## src/include/pe_array_params.svh

```systemverilog
`ifndef PE_ARRAY_PARAMS_SVH
`define PE_ARRAY_PARAMS_SVH

// Width of one complex component (re or im)
`define DATA_WIDTH 8

// Number of processing elements in the chain
`define PE_NUM 4

// Operand words taken by each PE per burst
`define LOAD_NUM 2

// Burst word counter, holds PE_NUM*LOAD_NUM plus the saturated value
`define CNT_WIDTH 4

`endif
```

## src/verilog/pe_array_pkg.sv

```systemverilog
`include "pe_array_params.svh"

package pe_array_pkg;

    // One complex sample, real part in the upper byte
    typedef struct packed {
        logic signed [`DATA_WIDTH-1:0] re;
        logic signed [`DATA_WIDTH-1:0] im;
    } cplx_t;

    // Operand word broadcast to all PEs
    typedef struct packed {
        logic                          valid;
        logic [$clog2(`PE_NUM)-1:0]    pe_sel;
        logic [$clog2(`LOAD_NUM)-1:0]  slot;
        cplx_t                         data;
    } load_word_t;

    typedef enum logic {
        PISO_IDLE,
        PISO_SHIFT
    } piso_state_t;

endpackage

```

## src/verilog/pe_array.sv

```systemverilog
`include "pe_array_params.svh"

module pe_array
    import pe_array_pkg::*;
(
    input  logic  clk,
    input  logic  rst_n,
    input  logic  din_v,
    input  cplx_t din,
    input  logic  load,
    output logic  dout_v,
    output cplx_t dout
);

    load_word_t          load_bus;
    cplx_t [`PE_NUM-1:0] sums;

    load_distributor u_dist (
        .clk      (clk),
        .rst_n    (rst_n),
        .din_v    (din_v),
        .din      (din),
        .load_bus (load_bus)
    );

    ////////////////////
    // PE chain
    ////////////////////

    genvar i;
    generate
        for (i = 0; i < `PE_NUM; i++) begin : g_pe
            if (i == 0) begin : g_head
                // Head of the chain has no upstream sum
                pe #(.PE_INDEX(i)) u_pe (
                    .clk      (clk),
                    .rst_n    (rst_n),
                    .load_bus (load_bus),
                    .sum_in   (),
                    .sum_out  (sums[i])
                );
            end else begin : g_body
                pe #(.PE_INDEX(i)) u_pe (
                    .clk      (clk),
                    .rst_n    (rst_n),
                    .load_bus (load_bus),
                    .sum_in   (sums[i-1]),
                    .sum_out  (sums[i])
                );
            end
        end
    endgenerate

    piso_out u_out (
        .clk    (clk),
        .rst_n  (rst_n),
        .load   (load),
        .sums   (sums),
        .dout_v (dout_v),
        .dout   (dout)
    );

endmodule

```

## src/verilog/piso_out.sv

```systemverilog
`include "pe_array_params.svh"

module piso_out
    import pe_array_pkg::*;
(
    input  logic                    clk,
    input  logic                    rst_n,
    input  logic                    load,
    input  cplx_t [`PE_NUM-1:0]     sums,
    output logic                    dout_v,
    output cplx_t                   dout
);

    localparam int IDX_W = $clog2(`PE_NUM);
    localparam logic [IDX_W-1:0] LAST_IDX = IDX_W'(`PE_NUM - 1);

    piso_state_t          state;
    logic [IDX_W-1:0]     out_cnt;
    cplx_t [`PE_NUM-1:0]  shift_q;

    // State and output count
    always_ff @(posedge clk) begin
        if (!rst_n) begin
            state   <= PISO_IDLE;
            out_cnt <= '0;
        end else if (load) begin
            // A load mid-shift simply restarts
            state   <= PISO_SHIFT;
            out_cnt <= '0;
        end else if (state == PISO_SHIFT) begin
            out_cnt <= out_cnt + 1'b1;
            if (out_cnt == LAST_IDX)
                state <= PISO_IDLE;
        end
    end

    ////////////////////
    // Data shifter
    ////////////////////

    always_ff @(posedge clk) begin
        if (load) begin
            shift_q <= sums;
        end else if (state == PISO_SHIFT) begin
            for (int i = 0; i < `PE_NUM - 1; i++)
                shift_q[i] <= shift_q[i+1];
            shift_q[`PE_NUM-1] <= '0;
        end
    end

    // PE 0 sits in the lowest entry
    assign dout_v = (state == PISO_SHIFT);
    assign dout   = shift_q[0];

endmodule

```

## src/verilog/pe.sv

```systemverilog
`include "pe_array_params.svh"

module pe
    import pe_array_pkg::*;
#(
    parameter int PE_INDEX = 0
) (
    input  logic       clk,
    input  logic       rst_n,
    input  load_word_t load_bus,
    input  cplx_t      sum_in,
    output cplx_t      sum_out
);

    localparam int SEL_W = $clog2(`PE_NUM);
    localparam logic [SEL_W-1:0] MY_SEL = SEL_W'(PE_INDEX);
    localparam int PW = 2 * `DATA_WIDTH;

    cplx_t op_a;
    cplx_t op_b;
    cplx_t prod;
    cplx_t acc_in;
    logic  sel_hit;

    logic signed [PW-1:0] p_rr;
    logic signed [PW-1:0] p_ii;
    logic signed [PW-1:0] p_ri;
    logic signed [PW-1:0] p_ir;
    logic signed [PW-1:0] re_full;
    logic signed [PW-1:0] im_full;

    assign sel_hit = load_bus.valid && (load_bus.pe_sel == MY_SEL);

    ////////////////////
    // Operand capture
    ////////////////////

    always_ff @(posedge clk) begin
        if (!rst_n) begin
            op_a <= '0;
            op_b <= '0;
        end else if (sel_hit) begin
            if (load_bus.slot == '0)
                op_a <= load_bus.data;
            else
                op_b <= load_bus.data;
        end
    end

    ////////////////////
    // Complex multiply
    ////////////////////

    assign p_rr    = op_a.re * op_b.re;
    assign p_ii    = op_a.im * op_b.im;
    assign p_ri    = op_a.re * op_b.im;
    assign p_ir    = op_a.im * op_b.re;
    assign re_full = p_rr - p_ii;
    assign im_full = p_ri + p_ir;

    // Chain head starts the prefix sum from zero
    assign acc_in = (PE_INDEX == 0) ? '0 : sum_in;

    // Only the low byte survives, everything wraps mod 2^8
    always_ff @(posedge clk) begin
        if (!rst_n) begin
            prod    <= '0;
            sum_out <= '0;
        end else begin
            prod.re    <= re_full[`DATA_WIDTH-1:0];
            prod.im    <= im_full[`DATA_WIDTH-1:0];
            sum_out.re <= prod.re + acc_in.re;
            sum_out.im <= prod.im + acc_in.im;
        end
    end

endmodule

```

## src/verilog/load_distributor.sv

```systemverilog
`include "pe_array_params.svh"

module load_distributor
    import pe_array_pkg::*;
(
    input  logic       clk,
    input  logic       rst_n,
    input  logic       din_v,
    input  cplx_t      din,
    output load_word_t load_bus
);

    localparam int SEL_W = $clog2(`PE_NUM);
    localparam int SLOT_W = $clog2(`LOAD_NUM);
    localparam logic [`CNT_WIDTH-1:0] WORDS_MAX = `CNT_WIDTH'(`PE_NUM * `LOAD_NUM);
    localparam logic [`CNT_WIDTH-1:0] LOAD_N = `CNT_WIDTH'(`LOAD_NUM);

    logic [`CNT_WIDTH-1:0] word_cnt;
    logic                  in_range;
    logic [`CNT_WIDTH-1:0] pe_idx;
    logic [`CNT_WIDTH-1:0] slot_idx;

    // Word k goes to PE k/LOAD_NUM, slot k%LOAD_NUM
    assign in_range = (word_cnt < WORDS_MAX);
    assign pe_idx   = word_cnt / LOAD_N;
    assign slot_idx = word_cnt % LOAD_N;

    // Counter sticks at WORDS_MAX until the burst ends
    always_ff @(posedge clk) begin
        if (!rst_n) begin
            word_cnt       <= '0;
            load_bus.valid <= 1'b0;
        end else begin
            if (!din_v)
                word_cnt <= '0;
            else if (in_range)
                word_cnt <= word_cnt + 1'b1;
            load_bus.valid <= din_v && in_range;
        end
    end

    always_ff @(posedge clk) begin
        load_bus.pe_sel <= pe_idx[SEL_W-1:0];
        load_bus.slot   <= slot_idx[SLOT_W-1:0];
        load_bus.data   <= din;
    end

endmodule

```

## config.mk

```make
export PLATFORM = sky130hd
export DESIGN_NAME = pe_array
export DESIGN_NICKNAME = d
export VERILOG_FILES = /design/src/verilog/pe_array_pkg.sv /design/src/verilog/pe_array.sv /design/src/verilog/piso_out.sv /design/src/verilog/pe.sv /design/src/verilog/load_distributor.sv
export VERILOG_INCLUDE_DIRS = /design/src /design/src/include
export SDC_FILE = /design/constraint.sdc
export NUM_CORES = 2
export LEC_CHECK = 0
export BUFFER_PORTS_ARGS = -buffer_cell sky130_fd_sc_hd__buf_2
export CAP_MARGIN = 20
export CORE_AREA = 2 2 280 227
export CTS_BUF_LIST = sky130_fd_sc_hd__clkbuf_4 sky130_fd_sc_hd__clkbuf_8
export DETAILED_ROUTE_END_ITERATION = 8
export DIE_AREA = 0 0 282 229
export PLACE_DENSITY = 0.72
export SETUP_SLACK_MARGIN = 0.4
export SLEW_MARGIN = 25
export SYNTH_ARGS = -nofsm -noshare
export SYNTH_HDL_FRONTEND = slang
export SYNTH_SLANG_ARGS = --single-unit
```

## constraint.sdc

```tcl
create_clock -name clk -period 5.4 [get_ports clk]
set_input_delay 0.81 -clock clk [delete_from_list [all_inputs] [get_ports clk]]
set_output_delay 0.81 -clock clk [all_outputs]
set_load 0.02 [all_outputs]
```

; Word level (Yosys, flattened, before mapping)
; Index checks and enable logic that the tools add are counted.
[word_totals]
ff_bits = 347
in_bits = 20
out_inout_bits = 17
[op_classes]
n_addsub = 16
mul = 16
magnitude_cmp = 1
n_eq_ne = 4
n_mux = 5
bitwise = 2
n_reduce_logical = 17
[ops]
columns = operator, count
row1 = $mul 8x8->8, 16
row2 = $mux 64, 2
row3 = $add 8x8->8, 10
row4 = $sub 8x8->8, 4
row5 = $reduce_and 2->1, 9
row6 = $eq 2x2->1 const B, 3
row7 = $logic_and 1x1->1, 5
row8 = $add 4x1->4 const B, 1
row9 = $lt 4x4->1 const B, 1
row10 = $mux 1, 3
row11 = $add 2x1->2 const B, 1
row12 = $eq 2x1->1 const B, 1
row13 = $logic_not 2->1, 1
row14 = $not 1->1, 2
row15 = $reduce_bool 2->1, 1
row16 = $reduce_or 2->1, 1

; Logic depth before layout (Yosys ltp)
[depth]
depth_word = 4
ltp_mapped = 21

; By module
; A second synthesis with hierarchy kept.
[hier_totals]
hier_cells = 3148
area_unflattened_um2 = 29552.1
[by_module_without_submodules]
columns = mod, instances, cells_per_inst, area_each_um2, seq_area_each_um2
row1 = pe (g_pe[2].g_body.u_pe), 1, 755, 6655.1, 1281.2
row2 = pe (g_pe[1].g_body.u_pe), 1, 752, 6635.1, 1281.2
row3 = pe (g_pe[3].g_body.u_pe), 1, 754, 6627.6, 1281.2
row4 = pe (g_pe[0].g_head.u_pe), 1, 688, 6139.6, 1281.2
row5 = piso_out, 1, 163, 2936.6, 1981.9
row6 = load_distributor, 1, 36, 558.0, 480.5

; Worst setup path before layout
; No wires, ideal clock.
[synth_path]
kind = reg2reg
startpoint = register g_pe[0].g_head.u_pe.op_a[8] (netlist bit)
endpoint = register g_pe[0].g_head.u_pe.prod[7] (netlist bit)
setup_ns = 0.115
arrival_time_ns = 4.709
required_ns = 5.285
setup_slack_ns = 0.576
stages_incl_launch_ff = 18
n_path_buf = 1
path_cell_list = dfxtp_1 -> clkbuf_1 -> nand2_1 -> fa_1 -> fa_1 -> fa_1 -> inv_1 -> fa_1 -> fa_1 -> inv_1 -> fa_1 -> xnor2_1 -> xnor2_1 -> xnor2_1 -> xnor2_1 -> xnor2_1 -> xnor2_1 -> and2_1
[synth_between]
elab_chain_len = 2
[synth_lines]
columns = element, line_no
row1 = "start, declared", pe.sv:19  ; cplx_t op_a;
row2 = "start signal, assigned", pe.sv:44  ; op_a <= load_bus.data;
row3 = $mul 8x8->8, pe.sv:56  ; assign p_ri = op_a.re * op_b.im;
row4 = $add 8x8->8, pe.sv:59  ; assign im_full = p_ri + p_ir;
row5 = "end, declared", pe.sv:21  ; cplx_t prod;
; Every way passes these cells.
; A chain may end at the register's enable or synchronous reset.

; Worst setup path after layout
[layout_path]
startpoint = register g_pe[2].g_body.u_pe.op_b[10] (netlist bit)
endpoint = register g_pe[2].g_body.u_pe.prod[7] (netlist bit)
[layout_between]
elab_chain_len = 2
[layout_lines]
columns = element, line_no
row1 = "start, declared", pe.sv:20  ; cplx_t op_b;
row2 = "start signal, assigned", pe.sv:46  ; op_b <= load_bus.data;
row3 = $mul 8x8->8, pe.sv:57  ; assign p_ir = op_a.im * op_b.re;
row4 = $add 8x8->8, pe.sv:59
row5 = "end, declared", pe.sv:21
; Every way passes these cells.

==> flow_summary.toml <==
[status]
status = "complete, no violations"

[synthesis]
netlist_area_mm2 = 0.0294
number_of_enable_flip_flop_cells_after_synthesis = 64
ys.flop_type = "sky130_fd_sc_hd__dfxtp_1"
yosys_register_bits = 347
postSynth.asyncResetShare_pct = 0
netlist_instances = 3163
synthDominantCellAreaShare_pct = 19.3
netlist_top_cells_area = "sky130_fd_sc_hd__dfxtp_1 19%, sky130_fd_sc_hd__fa_1 17%, sky130_fd_sc_hd__ha_1 15%, sky130_fd_sc_hd__and2_1 10%, sky130_fd_sc_hd__xnor2_1 7.8%"
synth-seq-area-share_pct = 25.8
ys.warnings.count = 0
synth.avg_cell_area_um2 = 9.30
synthDistinctLibCells = 34
yosysTopAreaCell = "sky130_fd_sc_hd__dfxtp_1"
synth_nets = 3781

[final_layout]
final_cell_count_no_fill = 4052
num-nets-final = 3788
drive_above_1_share_pct = 8.75
final-seq-area_mm2 = 0.00763
layout.cells.most_common_list = "490 x sky130_fd_sc_hd__nand2_1, 479 x sky130_fd_sc_hd__and2_1, 421 x sky130_fd_sc_hd__inv_1"
multi_input_area_mm2 = 0.0196
syn2layout_area_growth_pct = 7.83
most_frequent_standard_cell_in_the_layout_excluding_fill_and_tap_cells = "sky130_fd_sc_hd__nand2_1"
fillcell_total = 5574
utilization_pct = 51.3

[floorplan]
design.die.area_mm2 = 0.0646
core_area_mm2 = 0.0619
row_count = 82
floorplan.die.height_um = 229
die_width_um = 282
floorplan.io_pins = 37
start_util_pct = 47.6

[global_route]
pin_count_of_the_biggest_net_entering_global_routing = 143
grt_pass1_vias = 20300
grt_pass1_wl_um = 110000
grt_overflow = 0
antenna_violations_before_repair = 2
globalRouteTotalUtil_pct = 21.6

[timing]
fin_max_slew_vios = 0
setup_tns_ns = 0
timing_hold_violations_final = 0
finalCriticalPeriod_ns = 4.85
timing.clock.skew_ns = 0.0199
slew-limit-headroom_pct = 39.3
fmax_ghz = 0.206
period_share_pct = 89.7
rsz_0062_raised_after_global_routing = "yes"
setup_viol = 0
worst_pin_slew_ns = 0.911

[cts]
ctsHtreeMaxLevel = 2
cts.clk_slew.worst_paths_ns = 0.08
cts-root-to-sink-buffers = 3
ctsHoldBuffers = 0
cts_tree = "built"
cts_root_buf = "sky130_fd_sc_hd__clkbuf_8"
clock_latency_ns = 0.66
cts_num_sinks = 347
cts-buffers-inserted = 54

[power]
p_leak_uw = 0.0144
power_density_mw_per_mm2 = 172
total_power_uw = 5450
irDropWorstVdd_v = 0.000198

[setup_path]
timing.reg2reg.worst_path_depth = 16
timing.rr.end = "g_pe[2].g_body.u_pe.prod[7]$_SDFF_PN0_"
cp_data_arrival_time_ns = 5.41
worst-path-max-fanout = 13
cp_data_required_time_ns = 5.96
worstReg2RegStart = "g_pe[2].g_body.u_pe.op_b[10]$_SDFFE_PN0P_"
crit_path_end_kind = "flop"
critical_path_class = "reg -> reg"
timing.reg2reg.setup_slack_ns = 0.55
worst_setup_path_start_kind = "flop"

[routing]
post-route-drc-count = 0
route.antenna.remaining_nets = 0
route.detailed.wl_per_inst_um = 16.6
total_length_of_routed_wires_um = 67100
via_per_inst = 4.92
detailedRoute.firstPassIterationCount = 5
via_count = 19900
drt_first_iter_violations = 1316

[placement]
detailedPlacementHpwl_um = 50600
portBuffers = 36
routabilityCongestion = 0.895
number_of_cells_in_the_design_after_placement = 3951

[worst_hold_path]
min_delay_worst_endpoint = "u_dist.load_bus[0]$_DFF_P_"
worst_hold_path.num_cells = 1
min_from = "din[0]"
hold_class = "in -> reg"

[flow_run]
max_cap_violations = 0
[layer usage]
| metal | share of wire, % | routed length [um] | up-vias | track usage, % |
|---|---|---|---|---|
| met5 | 0 | 0 | - | 0 |
| met4 | 2.1 | 1420 | 0 | 5.19 |
| met3 | 6.2 | 4130 | 101 | 3.03 |
| met2 | 42 | 28200 | 528 | 32.0 |
| met1 | 50 | 33300 | 9584 | 33.0 |
| li1 | - | - | 9717 | - |
[Yosys cell counts (4+ instances only)]
master	number
sky130_fd_sc_hd__nor2b_1	24
sky130_fd_sc_hd__xor2_1	55
sky130_fd_sc_hd__a21o_1	20
sky130_fd_sc_hd__dfxtp_1	283
sky130_fd_sc_hd__a21boi_0	105
sky130_fd_sc_hd__nand3_1	4
sky130_fd_sc_hd__inv_1	421
sky130_fd_sc_hd__mux2_2	48
sky130_fd_sc_hd__nor3b_1	6
sky130_fd_sc_hd__nor2_1	30
sky130_fd_sc_hd__buf_1	7
sky130_fd_sc_hd__nand2b_1	14
sky130_fd_sc_hd__xnor2_1	263
sky130_fd_sc_hd__a21boi_1	23
sky130_fd_sc_hd__clkbuf_1	96
sky130_fd_sc_hd__o21bai_1	14
sky130_fd_sc_hd__nand2_1	490
sky130_fd_sc_hd__and2_1	479
sky130_fd_sc_hd__fa_1	254
sky130_fd_sc_hd__edfxtp_1	64
sky130_fd_sc_hd__buf_2	23
sky130_fd_sc_hd__a21oi_1	48
sky130_fd_sc_hd__o21ai_0	12
sky130_fd_sc_hd__ha_1	344
sky130_fd_sc_hd__buf_4	24
[final cells by class]
class | count | share of cell area [%]
antenna | 1 | 0.00789
clock buffer | 81 | 3.14
clock inverter | 16 | 0.556
inverter | 421 | 4.98
multi-input combinational | 2243 | 61.8
sequential | 347 | 24.1
tap | 840 | 3.31
timing repair buffer | 103 | 2.17
[worst max-delay path, stage by stage, from the launching register on]
cell and delay [ns]:
sky130_fd_sc_hd__dfxtp_1 0.65, sky130_fd_sc_hd__nand2_1 0.16, sky130_fd_sc_hd__fa_1 0.45, sky130_fd_sc_hd__fa_1 0.48, sky130_fd_sc_hd__inv_1 0.05, sky130_fd_sc_hd__fa_1 0.50, sky130_fd_sc_hd__fa_1 0.51, sky130_fd_sc_hd__inv_1 0.06
sky130_fd_sc_hd__fa_1 0.45, sky130_fd_sc_hd__fa_1 0.40, sky130_fd_sc_hd__xnor2_1 0.19, sky130_fd_sc_hd__xnor2_1 0.15, sky130_fd_sc_hd__xnor2_1 0.15, sky130_fd_sc_hd__xnor2_1 0.16, sky130_fd_sc_hd__xnor2_1 0.15, sky130_fd_sc_hd__xnor2_1 0.09
sky130_fd_sc_hd__and2_1 0.16
[repair_timing]
action | in CTS | in global routing
endpoints found under the setup margin | 0 | 8
buffers inserted | 0 | 3
gates resized for setup | 0 | 38
[flip-flops by register name, indices dropped and copies added, names as in the netlist]
signal / cells
u_out.dout: 16
g_pe.g_head.u_pe.op_b: 16
g_pe.g_head.u_pe.op_a: 16
u_out.shift_q: 48
g_pe.g_head.u_pe.sum_out: 16
u_dist.load_bus: 20
u_out.out_cnt: 2
u_out.dout_v: 1
g_pe.g_body.u_pe.op_b: 48
g_pe.g_body.u_pe.op_a: 48
g_pe.g_head.u_pe.prod: 16
u_dist.word_cnt: 4
g_pe.g_body.u_pe.prod: 48
g_pe.g_body.u_pe.sum_out: 48
[cell families (layout without fill, tap and decap cells)]
kind of cell               after synthesis  in the layout  synth area share, %
buffers and inverters                  573            621                 7.72
AOI/OAI and AO/OA                      224            224                 5.20
other                                    0              1                    0
adders and majority gates              598            598                 31.9
xor gates and xnor gates               318            318                 9.47
DFF                                    347            347                 25.8
muxes                                   50             50                 1.91
and+or+nand+nor                       1053           1053                 18.0
[power breakdown]
part,internal (uW),switching (uW)
logic,101,143
registers,2710,75.3
clock network,1330,1090
[how the worst max path moves through the flow]
stage,start,to,slack [ns],cells after the start
after CTS,g_pe[2].g_body.u_pe.op_b[1]$_SDFFE_PN0P_,g_pe[2].g_body.u_pe.prod[7]$_SDFF_PN0_,0.41,17
final,g_pe[2].g_body.u_pe.op_b[10]$_SDFFE_PN0P_,g_pe[2].g_body.u_pe.prod[7]$_SDFF_PN0_,0.55,16
after floorplan,g_pe[0].g_head.u_pe.op_a[8]$_SDFFE_PN0P_,g_pe[0].g_head.u_pe.prod[7]$_SDFF_PN0_,0.58,17
after detailed placement,g_pe[2].g_body.u_pe.op_b[1]$_SDFFE_PN0P_,g_pe[2].g_body.u_pe.prod[7]$_SDFF_PN0_,0.40,17
after global placement,g_pe[2].g_body.u_pe.op_b[1]$_SDFFE_PN0P_,g_pe[2].g_body.u_pe.prod[7]$_SDFF_PN0_,0.47,17
after global routing,g_pe[2].g_body.u_pe.op_a[11]$_SDFFE_PN0P_,g_pe[2].g_body.u_pe.prod[7]$_SDFF_PN0_,0.31,17
[metrics by stage]
stage | hold slack [ns] | cell area (um^2) | setup WS, ns
after floorplan | 0.363 | 29400 | 0.576
after global placement | 0.378 | 30400 | 0.473
after detailed placement | 0.378 | 30400 | 0.399
after CTS | 0.196 | 31600 | 0.408
after global routing | 0.218 | 31700 | 0.315
final | 0.255 | 31700 | 0.555
No activity file was read; power rests on OpenSTA's default activity.
